`config.mk`:
```
export PLATFORM = sky130hd
export DESIGN_NAME = address_decoder
export DESIGN_NICKNAME = d
export VERILOG_FILES = /design/src/source/cdi_bus_pkg.sv /design/src/source/address_decoder.sv
export SDC_FILE = /design/constraint.sdc
export NUM_CORES = 1
export LEC_CHECK = 0
export BUFFER_PORTS_ARGS = -buffer_cell sky130_fd_sc_hd__buf_2
export CAP_MARGIN = 20
export CELL_PAD_IN_SITES_DETAIL_PLACEMENT = 0
export CELL_PAD_IN_SITES_GLOBAL_PLACEMENT = 1
export CORE_AREA = 3 3 40 42
export DETAILED_ROUTE_END_ITERATION = 8
export DIE_AREA = 0 0 43 45
export PLACE_DENSITY_LB_ADDON = 0.1
export SETUP_SLACK_MARGIN = 0.1
export SLEW_MARGIN = 10
export SYNTH_ARGS = -nofsm -noshare
export SYNTH_HDL_FRONTEND = slang
export SYNTH_SLANG_ARGS = --single-unit
```
`constraint.sdc`:
```
create_clock -name vclk -period 1.79
set_clock_uncertainty 0.1 [all_clocks]
set_input_delay 0.358 -clock vclk [all_inputs]
set_output_delay 0.358 -clock vclk [all_outputs]
set_load 0.005 [all_outputs]
```
`src/source/cdi_bus_pkg.sv`:
```
`default_nettype none

package cdi_bus_pkg;

    localparam int ADDR_WIDTH = 24;
    localparam int DATA_WIDTH = 16;

    typedef logic [ADDR_WIDTH-1:0] addr_t;  // Byte address, word address is [23:1]
    typedef logic [DATA_WIDTH-1:0] data_t;
    typedef logic [7:0] byte_t;

    typedef enum logic [2:0] {
        REGION_VIDEO,
        REGION_NVRAM,
        REGION_BOOT_ROM,
        REGION_OPEN,
        REGION_ERROR
    } region_e;

    // Owner of the shared level-4 line
    typedef enum logic [1:0] {
        OWNER_IDLE,
        OWNER_CDIC,
        OWNER_VMPEG
    } irq_owner_e;

    // Video controller ranges
    localparam addr_t VIDEO_LOW_END = 24'h27FFFF;
    localparam addr_t VIDEO_HIGH_START = 24'h400000;
    localparam logic [3:0] DVC_RAM_NIBBLE = 4'hD;
    localparam logic [4:0] DVC_RAM2_PREFIX = 5'b11101;
    localparam logic [5:0] DVC_ROM_PREFIX = 6'b111001;

    localparam logic [7:0] NVRAM_PAGE = 8'h32;
    localparam int NVRAM_ADDR_BITS = 13;
    localparam int NVRAM_BYTES = 1 << NVRAM_ADDR_BITS;

    localparam addr_t BOOT_ROM_START = 24'hF00000;
    localparam addr_t BOOT_ROM_END = 24'hF00068;  // Inclusive, last word
    localparam int BOOT_ROM_WORDS = 53;
    localparam int BOOT_ROM_INDEX_BITS = $clog2(BOOT_ROM_WORDS);

    // Unmapped areas
    localparam addr_t ERR1_START = 24'h080000;
    localparam addr_t ERR1_END = 24'h200000;
    localparam addr_t ERR2_START = 24'h500000;
    localparam addr_t ERR2_END = 24'hD00000;
    localparam addr_t ERR3_START = 24'hF10000;

    localparam data_t CDIC_VECTOR = 16'h0080;
    localparam data_t VMPEG_VECTOR = 16'h0081;

endpackage

`default_nettype wire

```
`src/source/address_decoder.sv`:
```
`default_nettype none

module address_decoder (
    input  cdi_bus_pkg::addr_t   addr,
    input  logic                 as,
    input  logic                 rom_active,
    output cdi_bus_pkg::region_e region
);
    import cdi_bus_pkg::*;

    logic err_area1;
    logic err_area2;
    logic err_area3;
    logic err_rom_off;
    logic in_error;
    logic video_cs;
    logic dvc_ram_cs;
    logic dvc_rom_cs;
    logic nvram_cs;
    logic rom_window;

    // Unmapped RAM areas of the board
    assign err_area1 = (addr >= ERR1_START) && (addr < ERR1_END);
    assign err_area2 = (addr >= ERR2_START) && (addr < ERR2_END);
    assign err_area3 = (addr >= ERR3_START);
    assign err_rom_off = (addr >= BOOT_ROM_START) && !rom_active;  // ROM window while inactive
    assign in_error = err_area1 || err_area2 || err_area3 || err_rom_off;

    // Main video range, lower half of the map only
    assign video_cs = ((addr <= VIDEO_LOW_END) || (addr >= VIDEO_HIGH_START)) && !addr[23];
    assign dvc_ram_cs = (addr[23:20] == DVC_RAM_NIBBLE) || (addr[23:19] == DVC_RAM2_PREFIX);
    assign dvc_rom_cs = (addr[23:18] == DVC_ROM_PREFIX);

    assign nvram_cs = (addr[23:16] == NVRAM_PAGE);
    assign rom_window = (addr >= BOOT_ROM_START) && (addr <= BOOT_ROM_END) && rom_active;

    // Priority follows the order of the checks
    always_comb begin
        region = REGION_OPEN;  // Idle bus and unclaimed areas
        if (as) begin
            if (in_error) begin
                region = REGION_ERROR;
            end else if (video_cs || dvc_ram_cs || dvc_rom_cs) begin
                region = REGION_VIDEO;
            end else if (nvram_cs) begin
                region = REGION_NVRAM;
            end else if (rom_window) begin
                region = REGION_BOOT_ROM;
            end
        end
    end

endmodule

`default_nettype wire

```
==> results.ini <==
[detailed_routing]
drt_iter0_drc=5
viasPerCell=4.44
routedWlPerCell_um=9.05
drt-total-wl_um=697
vias=342
antenna_left=0
drcViolationCount=0
drt-pass1-iter-count=4

[logic_synthesis]
synth-adder-area-share_pct=0
yosys.area_share.simple_pct=58.8
synthTopCellsByArea=o211ai_1 (8.8%), and3_1 (7.4%), nand2_1 (6.6%), nor2_1 (6.6%), a32o_1 (5.9%)
ys_types=18
seq_area_frac_synth_pct=0
synth_compound_area_share_pct=41.2
yosysTopAreaCell=o211ai_1
synth_top_family_by_area=simple AND/OR/NAND/NOR gates
syn_avg_cell_area_um2=6.30
netlist_area_um2=170
synth_warnings=0
synth_xor_area_share_pct=0
syn-num-nets=53
muxShareOfSynthArea_pct=0
synth_top_area_share_pct=8.82
syn_inst=27

[final_layout]
nets=90
finish.utilization_pct=30.5
num-clock-buffers=0
seq_cell_count=0
area_growth_pct=130
nFillCells=154
n_antenna_cell=0
seqCellArea_um2=0
most-common-layout-cells=buf_2 (28), buf_4 (6), nor2_1 (3), nand2_1 (3)
drive_gt1_share_pct=61.3
final_common_cell=buf_2

[setup_path]
end_kind=output pin
critical_path_arrival_ps=1540
cp_max_fo=2
worst-setup-path-type=in -> out
cp-start-kind=input pin
required_ps=1330

[global_routing]
antenna_found_initial=0
grt_max_degree=7
grt_pass1_wl_um=1040
grt_pass1_vias=283
gr-total-overflow=0
track_usage_pct=6.47

[status]
violations=negative setup slack
status=finished with violations

[sta]
fin_hold_ws_ps=872
min_period_ps=2000
finalSetupTns_ps=-568
hold_violations=0
drv_slew=0
fmax_mhz=500
setup_viol=3
post-route-period-util_pct=112
worst_slew_pin_slew_ps=227
final.setup.worst_slack_ps=-209
grt_setup_unrepaired=yes
maxSlewHeadroom_pct=84.8

[job]
cap_violations=0

[placed_design]
dp_hpwl_um=642
globalplace.congestion=0.644
port-buffer-count=29

[clock_tree]
cts_setup_buffers=0
cts_hold_buf=0

[power_and_ir_drop]
p_per_area_nw_per_um2=190
ir_worst_vdd_mv=0.0447
p_leak_nw=0.197
finalPower_mw=0.0743

[floorplanning]
die_h_um=45
start_util_pct=13.2
core.rowCount=13
die-area_um2=1940
die_w_um=43
coreArea_um2=1280
io_pins=29

[worst_hold_path]
hold_class=in -> out

-- power by group --
group          total [mW]  switching, mW  internal, mW
clock                   0              0             0
combinational      0.0743         0.0285        0.0458
sequential              0              0             0
-- per-layer routing --
layer  track usage [%]  vias up  wire length (um)
li1                  -      184                 -
met1              8.33      142               302
met2              12.6       16               329
met3             0.398        0                64
met4                 0        0                 0
met5                 0        -                 0
-- through the flow --
step / setup WS [ps] / std cells / area (um2)
2_1_floorplan: 37.9 / 27 / 170
4_1_cts: -219 / 77 / 385
3_5_place_dp: -230 / 77 / 379
3_3_place_gp: -230 / 77 / 379
5_1_grt: -234 / 77 / 392
6_report: -209 / 77 / 392
-- cell families (layout without fill, tap and decap cells) --
group,Yosys count,in the layout
buffers and inverters,0,35
and+or+nand+nor,17,17
AOI/OAI and AO/OA,10,10
-- Yosys cell counts --
| library cell | count |
|---|---|
| o21ai_1 | 2 |
| or4b_1 | 1 |
| nor3_1 | 2 |
| nor2_1 | 3 |
| and3_1 | 2 |
| a311oi_1 | 1 |
| nor4_1 | 1 |
| o211ai_1 | 2 |
| o21ai_0 | 2 |
| nand2b_1 | 1 |
| nand3b_1 | 1 |
| a32o_1 | 1 |
| and2b_2 | 1 |
| nand4_1 | 1 |
| a32oi_1 | 1 |
| nand2_1 | 3 |
| and4_2 | 1 |
| o31ai_1 | 1 |
-- critical path: stages --
cell     delay (ps)
buf_6            90
or4b_1          520
a32oi_1         220
and2b_2         230
buf_2           120
-- cell type report --
class / instances / area [um2] / area share [%]
multi-input combinational: 27 / 176 / 45.0
tap: 15 / 18.8 / 4.79
timing repair buffer: 35 / 196 / 50.2
-- repair_timing --
item | CTS | global route
endpoints found under the setup margin | 3 | 3
resized for setup | 1 | 1
gates cloned | 0 | 0
pin swaps | 2 | 2
endpoints found under the hold margin | 0 | 0
-- path summary, 6_finish.rpt --
check                   end  cells past startpoint  slack, ps      from
setup / recovery  region[2]                      5       -210  addr[23]
hold / removal    region[0]                      3        870        as
No activity file was read; power rests on OpenSTA's default activity.
