==> src/source/cdi_bus_pkg.sv <==
`default_nettype none

package cdi_bus_pkg;

    localparam int ADDR_WIDTH = 24;
    localparam int DATA_WIDTH = 16;

    typedef logic [ADDR_WIDTH-1:0] addr_t;  // Byte address, word address is [23:1]
    typedef logic [DATA_WIDTH-1:0] data_t;
    typedef logic [7:0] byte_t;

    typedef enum logic [2:0] {
        REGION_VIDEO,
        REGION_NVRAM,
        REGION_BOOT_ROM,
        REGION_OPEN,
        REGION_ERROR
    } region_e;

    // Owner of the shared level-4 line
    typedef enum logic [1:0] {
        OWNER_IDLE,
        OWNER_CDIC,
        OWNER_VMPEG
    } irq_owner_e;

    // Video controller ranges
    localparam addr_t VIDEO_LOW_END = 24'h27FFFF;
    localparam addr_t VIDEO_HIGH_START = 24'h400000;
    localparam logic [3:0] DVC_RAM_NIBBLE = 4'hD;
    localparam logic [4:0] DVC_RAM2_PREFIX = 5'b11101;
    localparam logic [5:0] DVC_ROM_PREFIX = 6'b111001;

    localparam logic [7:0] NVRAM_PAGE = 8'h32;
    localparam int NVRAM_ADDR_BITS = 13;
    localparam int NVRAM_BYTES = 1 << NVRAM_ADDR_BITS;

    localparam addr_t BOOT_ROM_START = 24'hF00000;
    localparam addr_t BOOT_ROM_END = 24'hF00068;  // Inclusive, last word
    localparam int BOOT_ROM_WORDS = 53;
    localparam int BOOT_ROM_INDEX_BITS = $clog2(BOOT_ROM_WORDS);

    // Unmapped areas
    localparam addr_t ERR1_START = 24'h080000;
    localparam addr_t ERR1_END = 24'h200000;
    localparam addr_t ERR2_START = 24'h500000;
    localparam addr_t ERR2_END = 24'hD00000;
    localparam addr_t ERR3_START = 24'hF10000;

    localparam data_t CDIC_VECTOR = 16'h0080;
    localparam data_t VMPEG_VECTOR = 16'h0081;

endpackage

`default_nettype wire

==> src/source/irq4_arbiter.sv <==
`default_nettype none

// Shared level-4 line, modeled on the board's small SR flip-flop
module irq4_arbiter (
    input  logic               clk30,
    input  logic               reset,
    input  logic               cdic_intreq,
    input  logic               vmpeg_intreq,
    input  logic               iack4,
    output logic               int4,
    output logic               vector_valid,
    output cdi_bus_pkg::data_t vector
);
    import cdi_bus_pkg::*;

    irq_owner_e owner;

    always_ff @(posedge clk30) begin
        if (reset) begin
            owner <= OWNER_IDLE;
        end else begin
            case (owner)
                OWNER_CDIC: begin
                    if (!cdic_intreq) owner <= OWNER_IDLE;
                end
                OWNER_VMPEG: begin
                    if (!vmpeg_intreq) owner <= OWNER_IDLE;
                end
                default: begin
                    if (vmpeg_intreq) owner <= OWNER_VMPEG;  // VMPEG wins a tie
                    else if (cdic_intreq) owner <= OWNER_CDIC;
                end
            endcase
        end
    end

    assign int4 = ((owner == OWNER_CDIC) && cdic_intreq) ||
                  ((owner == OWNER_VMPEG) && vmpeg_intreq);

    always_comb begin
        vector_valid = 1'b0;
        vector = '0;
        case (owner)
            OWNER_CDIC: begin
                vector_valid = iack4;
                vector = CDIC_VECTOR;
            end
            OWNER_VMPEG: begin
                vector_valid = iack4;
                vector = VMPEG_VECTOR;
            end
            default: ;  // No owner, no vector
        endcase
    end

endmodule

`default_nettype wire

==> config.mk <==
export PLATFORM = sky130hd
export DESIGN_NAME = irq4_arbiter
export DESIGN_NICKNAME = d
export VERILOG_FILES = /design/src/source/cdi_bus_pkg.sv /design/src/source/irq4_arbiter.sv
export SDC_FILE = /design/constraint.sdc
export NUM_CORES = 1
export LEC_CHECK = 0
export BUFFER_PORTS_ARGS = -buffer_cell sky130_fd_sc_hd__buf_2
export CAP_MARGIN = 5
export CORE_AREA = 2 2 39 41
export DETAILED_ROUTE_END_ITERATION = 8
export DIE_AREA = 0 0 41 43
export MAX_ROUTING_LAYER = met4
export PLACE_DENSITY_LB_ADDON = 0.05
export SYNTH_ARGS = -nofsm -noshare
export SYNTH_HDL_FRONTEND = slang
export SYNTH_SLANG_ARGS = --single-unit
==> constraint.sdc <==
create_clock -name clk30 -period 1.26 [get_ports clk30]
set_input_delay 0.252 -clock clk30 [delete_from_list [all_inputs] [get_ports clk30]]
set_output_delay 0.252 -clock clk30 [all_outputs]
set_load 0.1 [all_outputs]
==> results.ini, run 1 <==
[route]
first_pass_iters=2
viasPerCell=3.277
route.detailed.wl_per_inst_um=8.277
drc=0
drt_wl_total_um=538
ant_nets=0
vias=213
dr.first_iter.drc_count=3

[worst_setup_path]
cp.arrival_ps=1210
worst-path-buf-inv=3
r2r_cells=6
crit_slowest_cell=dfxtp_2
path_delay_family=flip-flops
critical_path_class=reg -> out
cp_slowest_stage_delay_ps=340
cp.required_ps=1010
worst_r2r_startpoint=owner[0]
r2r_slack_ps=-50
start_kind=register
worstReg2RegEnd=owner[0]
end_kind=output pin
path_cells=inv_2 -> ha_4 -> a22oi_2 -> inv_4 -> buf_12
worstPathMaxFanout=3

[run_status]
failed_checks=negative setup slack
status=finished with violations

[yosys]
synth_seq_area_share_pct=15.46
synthDistinctLibCells=13
syn_area_um2=259.0
synth-xor-area-share_pct=0
synth_top_family_by_area=buffers and inverters
ys_warn_count=0
synth-simple-area-share_pct=8.696
synth_cells=33
synth_fa_ha_area_share_pct=14.49
synthMuxAreaShare_pct=0
ys_seq_elements=2
avgSynthCellArea_um2=7.848
synth_compound_area_share_pct=13.53

[cts]
clockRootBuffer=clkbuf_4
path_clk_slew_ps=30
cts_max_path_buffers=2
clk_latency_ps=220
cts_tree=built
cts_buffers=3
cts_sinks=2
htreeDepth=1

[pwr]
power_mw=0.8152
p_int_mw=0.3522
leakagePower_nw=0.2087
net-switching-power_mw=0.4629
p_seq_share_pct=10.5
p_clk_share_pct=17.3
swShare_pct=56.79
power_density_mw_per_mm2=1815
max-vdd-ir-drop_mv=0.6392
combPwrFrac_pct=72.1

[global_route]
grt_max_degree=5
antenna_found_initial=0
grt_pass1_vias=200
grt_pass1_wl_um=821
grt.total_usage_pct=7.495
grt_remaining_overflow=0

[timing]
final.min_clock_period_ps=1462
hold_viol=0
fin_skew_ps=1.397
tns_ps=-653.3
final-setup-viol-count=5
fin_crit_sh_pct=116.0
rsz0062_at_grt=yes
clock.fmax_mhz=684.1
slew_violations=0
timing.final.ws_setup_ps=-201.8

[floorplan]
rows=14
core_mm2=0.001384
ios=23
die_y_um=43
dieArea_mm2=0.001763
die_w_um=41
start_util_pct=18.72

[placement]
place_area_um2=365.4
portBuffers=8
hpwl_um=376.6
place_congestion=0.6798

[finish]
largest_register=owner
top_regs=owner: 2 flops
syn2layout_area_growth_pct=73.43
largest_reg_flops=2
stdcell_area_um2=449.2
drive_gt1_share_pct=61.22
layout.nets=59
antenna_cells=0
layout_common_cells=14 x conb_1, 5 x buf_4, 4 x buf_2, 4 x buf_12, 3 x clkbuf_4
final_common_cell=conb_1

[worst_hold_path]
worstHoldStart=reset
hold_depth=2
hold_path.class=in -> reg
whs_endpoint=owner[1]

[run]
cap_violations=0

repair_timing:
| action | 4_1_cts | 5_1_grt |
|---|---|---|
| pin swaps | 2 | 2 |
| setup endpoints to repair | 6 | 6 |
| resized for setup | 10 | 3 |
| hold buffers | 0 | 0 |
| buffers inserted | 2 | 2 |
worst max-delay path by stage:
stage	slack [ps]	depth (start not counted)	startpoint	endpoint
6_report	-200	5	owner[0]	int4
5_1_grt	-290	5	owner[0]	int4
4_1_cts	-220	5	owner[0]	int4
3_5_place_dp	-210	5	owner[1]	int4
3_3_place_gp	-210	5	owner[1]	int4
2_1_floorplan	-360	5	owner[0]	owner[0]
layout make-up:
class | instances | area, um2
multi-input cells | 26 | 191.4
repair buffers | 14 | 148.9
clock buffers | 3 | 22.52
inverters | 4 | 21.27
well taps | 16 | 20.02
flip-flops and latches | 2 | 45.04
fillers | 161 | 934.6
cells in the mapped netlist, drive strengths merged:
library cell | count | share of area, %
a21oi | 2 | 3.9
inv | 4 | 5.8
nor3 | 1 | 1.9
conb | 1 | 1.4
dfxtp | 2 | 15
o21a | 1 | 2.9
buf | 14 | 41
a22oi | 1 | 4.8
nand3 | 1 | 1.9
o21ai | 1 | 1.9
nor2b | 2 | 4.8
ha | 3 | 14
worst reg2reg max path, cell delays in order (launching register included):
cell and delay [ps]:
dfxtp_2 340, inv_2 50, ha_4 300, clkinvlp_4 110, buf_6 120, o21a_1 170
nor3_2 140
through the flow:
stage	cells	utilization (%)	setup slack [ps]	hold slack, ps
6_report	65	32.46	-201.8	204.2
5_1_grt	65	32.46	-288.1	201.4
4_1_cts	64	31.01	-216.2	172.9
3_5_place_dp	60	26.40	-209.3	423.2
3_3_place_gp	60	26.40	-214.7	429.5
2_1_floorplan	46	-	-359.3	321.1
layer usage:
layer	up-vias	wire, um	GRT usage [%]
met1	96	194	8.307
met3	0	33	3.141
met4	0	0	8.000
met2	9	310	9.063
li1	108	-	-
met5	-	0	-
logic make-up (layout without fill, tap and decap cells):
| family | after synthesis | count (layout) |
|---|---|---|
| buffers and inverters | 18 | 21 |
| AO/OA/AOI/OAI | 5 | 5 |
| AND/OR/NAND/NOR | 4 | 4 |
| adder cells (fa/ha/maj) | 3 | 3 |
| flip-flops | 2 | 2 |
| other | 1 | 14 |
power by group through the flow:
stage / Clock [mW] / Sequential, mW / Combinational (mW)
3_5_place_dp: 0 / 0.0836 / 0.533
3_3_place_gp: 0 / 0.0841 / 0.533
4_1_cts: 0.151 / 0.0851 / 0.567
5_1_grt: 0.160 / 0.0879 / 0.609
6_report: 0.141 / 0.0858 / 0.588
2_1_floorplan: 0 / 0.0814 / 0.450
Note: power is estimated with default switching activity, not from simulation.
==> run 2: changes to the inputs <==
--- a/config.mk
+++ b/config.mk
@@ -11,7 +11,7 @@
 export DETAILED_ROUTE_END_ITERATION = 8
 export DIE_AREA = 0 0 41 43
 export MAX_ROUTING_LAYER = met4
-export PLACE_DENSITY_LB_ADDON = 0.05
+export PLACE_DENSITY = 0.48
 export SYNTH_ARGS = -nofsm -noshare
 export SYNTH_HDL_FRONTEND = slang
 export SYNTH_SLANG_ARGS = --single-unit
==> run 2 against run 1 <==
Net effect: the run still ends with negative setup slack left; critical path depth unchanged; die area unchanged; critical path type unchanged; clock skew increased by 0.77 ps; combinational power increased by 3%; sequential share of layout area decreased by 0.91 points; register-to-register slack got worse by 80 ps; wire length decreased by 1.9%; total power increased by 1.4%; critical endpoint unchanged; cell area increased by 3.9%; worst hold slack improved by 8.3 ps; final cell count increased by 3.1%; highest routed layer unchanged.
==> results.ini, run 2 (same netlist as run 1, synthesis figures left out) <==
[run_status]
status=finished with violations  ; unchanged
failed_checks=negative setup slack  ; unchanged

[placement]
dp_slack_ps=-149.9  ; was -209.3 ps
dp_cells=61  ; was 60
hpwl_um=358.2  ; was 376.6 um
place_area_um2=372.9  ; was 365.4 um2
portBuffers=8  ; unchanged
place_congestion=0.6540  ; was 0.6798

[cts]
path_clk_slew_ps=30  ; about the same
clockRootBuffer=clkbuf_4  ; unchanged
cts_max_path_buffers=2  ; unchanged
cts_buffers=3  ; unchanged
postCtsHoldBufs=0  ; unchanged
cts_sinks=2  ; unchanged
htreeDepth=1  ; unchanged
cts_tree=built  ; unchanged
clk_latency_ps=220  ; about the same

[route]
ant_nets=0  ; unchanged
drc=0  ; unchanged
route.detailed.wl_per_inst_um=7.881  ; was 8.277 um
first_pass_iters=2  ; unchanged
vias=226  ; was 213
viasPerCell=3.373  ; was 3.277
dr.first_iter.drc_count=1  ; was 3
drt_wl_total_um=528  ; was 538 um

[floorplan]
die_w_um=41  ; unchanged
die_y_um=43  ; unchanged
rows=14  ; unchanged
ios=23  ; unchanged
core_mm2=0.001384  ; unchanged
start_util_pct=18.72  ; unchanged
dieArea_mm2=0.001763  ; unchanged

[timing]
fin_crit_sh_pct=120.3  ; was 116.0%
slew_violations=0  ; unchanged
hold_slack_ps=212.5  ; was 204.2 ps
timing.final.ws_setup_ps=-255.3  ; was -201.8 ps
clock.fmax_mhz=659.9  ; was 684.1 MHz
rsz0062_at_grt=yes  ; unchanged
final.min_clock_period_ps=1515  ; was 1462 ps
fin_skew_ps=2.170  ; was 1.397 ps
final-setup-viol-count=6  ; was 5
hold_viol=0  ; unchanged

[finish]
num-fill-cells=157  ; was 161
largest_reg_flops=2  ; unchanged
layout_common_cells=14 x conb_1, 5 x buf_4, 4 x buf_2, 4 x buf_12  ; was 14 x conb_1, 5 x buf_4, 4 x buf_2, 4 x buf_12, 3 x clkbuf_4
finalNonFillerCells=67  ; was 65
syn2layout_area_growth_pct=80.19  ; was 73.43%
utilization_pct=33.73  ; was 32.46%
layout.nets=61  ; was 59
top_regs=owner: 2 flops  ; unchanged
largest_register=owner  ; unchanged
antenna_cells=0  ; unchanged
final_common_cell=conb_1  ; unchanged
stdcell_area_um2=466.7  ; was 449.2 um2
drive_gt1_share_pct=58.82  ; was 61.22%

[worst_setup_path]
cp_slowest_stage_delay_ps=320  ; was 340 ps
cp.arrival_ps=1260  ; was 1210 ps
end_kind=output pin  ; unchanged
critical_path_class=reg -> out  ; unchanged
path_cells=buf_6 -> ha_4 -> a22oi_2 -> inv_4 -> buf_12  ; was inv_2 -> ha_4 -> a22oi_2 -> inv_4 -> buf_12
crit_slowest_cell=dfxtp_2  ; unchanged
start_kind=register  ; unchanged
path_delay_family=buffers and inverters  ; was flip-flops
worstPathMaxFanout=3  ; unchanged
cp.required_ps=1010  ; about the same
r2r_slack_ps=-130  ; was -50 ps
worst-path-buf-inv=3  ; unchanged

[pwr]
swShare_pct=56.27  ; was 56.79%
power_density_mw_per_mm2=1771  ; was 1815 mW/mm2
p_clk_share_pct=17.1  ; was 17.3%
combPwrFrac_pct=73.1  ; was 72.1%
net-switching-power_mw=0.4650  ; was 0.4629 mW
max-vdd-ir-drop_mv=0.4590  ; was 0.6392 mV
leakagePower_nw=0.2236  ; was 0.2087 nW
p_int_mw=0.3613  ; was 0.3522 mW
p_seq_share_pct=9.8  ; was 10.5%

[worst_hold_path]
hold_path.class=in -> reg  ; unchanged

[global_route]
grt_pass1_wl_um=772  ; was 821 um
antenna_found_initial=0  ; unchanged
grt_max_degree=5  ; unchanged
grt_pass1_vias=211  ; was 200
grt_remaining_overflow=0  ; unchanged
grt.total_usage_pct=7.495  ; unchanged

[run]
cap_violations=0  ; unchanged

-- run 2: cell types whose count changed in the layout (fill, tap and decap cells not counted), sizes merged --
cell,delta
buf,+2
-- run 2: layout make-up --
cell class                      instances  area [um2]  area share (%)
Multi-Input combinational cell         26       188.9           40.48
Timing Repair Buffer                   16       171.4           36.73
Sequential cell                         2       42.54           9.115
Clock buffer                            3       22.52           4.826
Inverter                                4       21.27           4.558
Tap cell                               16       20.02           4.290
-- run 2: worst paths after layout --
path,cells after the start,end,start
max,5,int4,owner[1]
min,2,owner[1],reset
max reg2reg,8,owner[1],owner[1]
min reg2reg,2,owner[0],owner[0]
-- run 2: timing repair --
action | CTS | global route
endpoints found under the hold margin | 0 | 0
buffers inserted | 5 | 0
setup endpoints to repair | 6 | 6
gates resized for setup | 12 | 0
pin swaps | 5 | 1
-- run 2: metrics by stage --
step / power [mW] / TNS (ps)
CTS: 0.8337 / -1046
global placement: 0.6209 / -247.6
detailed placement: 0.6213 / -289.5
finish: 0.8263 / -967.2
global route: 0.8672 / -1239
floorplan: 0.5316 / -899.8
-- run 2: power groups by stage --
| stage | clock network [mW] | registers, mW | logic [mW] |
|---|---|---|---|
| 2_1_floorplan | 0 | 0.0814 | 0.450 |
| 3_3_place_gp | 0 | 0.0797 | 0.541 |
| 3_5_place_dp | 0 | 0.0800 | 0.541 |
| 4_1_cts | 0.152 | 0.0810 | 0.600 |
| 5_1_grt | 0.160 | 0.0822 | 0.625 |
| 6_report | 0.141 | 0.0810 | 0.604 |
-- run 2: metal layers --
metal / vias up / global-route usage (%) / share of wire [%]
li1: 112 / - / -
met5: - / - / 0
met4: 0 / 6.000 / 0
met2: 11 / 12.19 / 60
met1: 103 / 5.112 / 30
met3: 0 / 4.712 / 9.1
-- run 2: worst register-to-register path: stages, from the launching register on --
cell     delay, ps
dfxtp_2        320
buf_6          120
ha_4           150
a22oi_2        220
inv_4           60
buf_4          130
buf_6          100
o21ai_2         90
a21oi_1         70
==> run 3: changes to the inputs <==
--- a/config.mk
+++ b/config.mk
@@ -5,7 +5,7 @@
 export SDC_FILE = /design/constraint.sdc
 export NUM_CORES = 1
 export LEC_CHECK = 0
-export BUFFER_PORTS_ARGS = -buffer_cell sky130_fd_sc_hd__buf_2
+export BUFFER_PORTS_ARGS = -buffer_cell sky130_fd_sc_hd__buf_4
 export CAP_MARGIN = 5
 export CORE_AREA = 2 2 39 41
 export DETAILED_ROUTE_END_ITERATION = 8
==> run 3 against run 2 <==
Net effect: the flow still finishes with violations (negative setup slack); via count is 2.7% lower; core utilization is 0.90 points higher; combinational power is 2% lower; critical path depth stayed put; register-to-register slack better by 110 ps; largest cell class unchanged.
==> results.ini, run 3 (same netlist as run 1, synthesis figures left out) <==
[placement]
dp_slack_ps=-90.13  ; was -149.9 ps
place_area_um2=340.3  ; was 372.9 um2
portBuffers=8  ; unchanged
dp_cells=60  ; was 61
place_congestion=0.6998  ; was 0.6540
hpwl_um=369.7  ; was 358.2 um

[pwr]
max-vdd-ir-drop_mv=0.4803  ; was 0.4590 mV
power_density_mw_per_mm2=1689  ; was 1771 mW/mm2
leakagePower_nw=0.2263  ; was 0.2236 nW
power_mw=0.8093  ; was 0.8263 mW

[run]
cap_violations=0  ; unchanged

[timing]
hold_slack_ps=195.5  ; was 212.5 ps
tns_ps=-863.2  ; was -967.2 ps
fin_skew_ps=0.7337  ; was 2.170 ps
clock.fmax_mhz=668.6  ; was 659.9 MHz
rsz0062_at_grt=yes  ; unchanged
hold_viol=0  ; unchanged
final-setup-viol-count=5  ; was 6
slew_violations=0  ; unchanged
timing.final.ws_setup_ps=-235.8  ; was -255.3 ps
fin_crit_sh_pct=118.7  ; was 120.3%
final.min_clock_period_ps=1496  ; was 1515 ps

[global_route]
grt_remaining_overflow=0  ; unchanged
grt_pass1_wl_um=627  ; was 772 um
grt_pass1_vias=180  ; was 211
antenna_found_initial=0  ; unchanged
grt_max_degree=5  ; unchanged
grt.total_usage_pct=6.154  ; was 7.495%

[finish]
final_common_cell=conb_1  ; unchanged
layout.nets=61  ; unchanged
stdcell_area_um2=479.2  ; was 466.7 um2
largest_reg_flops=2  ; unchanged
syn2layout_area_growth_pct=85.02  ; was 80.19%
num-fill-cells=153  ; was 157
antenna_cells=0  ; unchanged
layout_common_cells=14 x conb_1, 10 x buf_4, 3 x clkbuf_4, 3 x buf_12, 3 x buf_6  ; was 14 x conb_1, 5 x buf_4, 4 x buf_2, 4 x buf_12
utilization_pct=34.63  ; was 33.73%
largest_register=owner  ; unchanged
finalNonFillerCells=67  ; unchanged
top_regs=owner: 2 flops  ; unchanged
drive_gt1_share_pct=64.71  ; was 58.82%

[worst_setup_path]
path_delay_family=buffers and inverters  ; unchanged
r2r_cells=7  ; was 8
end_kind=output pin  ; unchanged
critPathLaunch=owner[1]  ; unchanged
cp_slowest_stage_delay_ps=320  ; about the same
critical_path_class=reg -> out  ; unchanged
cp.arrival_ps=1240  ; was 1260 ps
worst-path-buf-inv=3  ; unchanged
path_cells=buf_6 -> ha_4 -> a22oi_2 -> inv_4 -> buf_12  ; unchanged
worstPathMaxFanout=3  ; unchanged
crit_slowest_cell=dfxtp_2  ; unchanged
cp.required_ps=1010  ; about the same
worst_r2r_startpoint=owner[1]  ; unchanged
start_kind=register  ; unchanged
crit_cells=5  ; unchanged

[worst_hold_path]
hold_depth=2  ; unchanged
hold_path.class=in -> reg  ; unchanged
worstHoldStart=reset  ; unchanged

[floorplan]
die_y_um=43  ; unchanged
rows=14  ; unchanged
die_w_um=41  ; unchanged
start_util_pct=18.72  ; unchanged
core_mm2=0.001384  ; unchanged
ios=23  ; unchanged
dieArea_mm2=0.001763  ; unchanged

[run_status]
failed_checks=negative setup slack  ; unchanged
status=finished with violations  ; unchanged

[cts]
cts_max_path_buffers=2  ; unchanged
clk_latency_ps=220  ; about the same
path_clk_slew_ps=30  ; about the same
clockRootBuffer=clkbuf_4  ; unchanged
cts_buffers=3  ; unchanged
cts_sinks=2  ; unchanged
cts_tree=built  ; unchanged
htreeDepth=1  ; unchanged
postCtsHoldBufs=0  ; unchanged

[route]
dr.first_iter.drc_count=1  ; unchanged
drt_wl_total_um=477  ; was 528 um
drc=0  ; unchanged
ant_nets=0  ; unchanged
viasPerCell=3.284  ; was 3.373
vias=220  ; was 226
route.detailed.wl_per_inst_um=7.119  ; was 7.881 um
first_pass_iters=2  ; unchanged

[run 3: changes by cell type in the layout (fill, tap and decap cells not counted)]
cell	change
buf_4	+5
buf_12	-1
a21oi_2	+2
dfxtp_4	+1
nand3_1	-1
dfxtp_2	-1
a21oi_1	-2
nand3_2	+1
buf_2	-4
[run 3: area by class of cell]
type	instances	area, um2	share of cell area, %
inverters	4	21.27	4.439
clock buffers	3	22.52	4.700
multi-input cells	26	201.4	42.04
repair buffers	16	168.9	35.25
flip-flops and latches	2	45.04	9.399
well taps	16	20.02	4.178
[run 3: final timing paths]
| path | end | slack [ps] |
|---|---|---|
| worst min-delay path | owner[1] | 200 |
| worst min register to register | owner[1] | 580 |
| worst max-delay path | int4 | -240 |
| worst max register to register | owner[1] | -20 |
[run 3: layer usage]
| metal | up-vias | share of wire, % | track usage [%] |
|---|---|---|---|
| met3 | 0 | 10 | 4.712 |
| li1 | 112 | - | - |
| met2 | 11 | 56 | 8.750 |
| met1 | 97 | 34 | 4.459 |
| met4 | 0 | 0 | 6.000 |
| met5 | - | 0 | - |
[run 3: power by group]
group          internal [mW]  switching, mW  total (mW)
logic                  0.170          0.420       0.590
registers             0.0730        0.00691      0.0799
clock network          0.105         0.0343       0.139
total                  0.348          0.461       0.809
[run 3: what timing repair did]
item / in CTS / in global routing
setup endpoints to repair: 6 / 6
resized for setup: 16 / 6
pin swaps: 5 / 4
setup buffers: 2 / 3
[run 3: worst reg2reg max path: cells and delay by family, from the launching register on]
family                   cells  cell delay (ps)
AO/OA/AOI/OAI                3              390
flip-flops                   1              320
adder cells (fa/ha/maj)      1              140
buffers and inverters        3              310
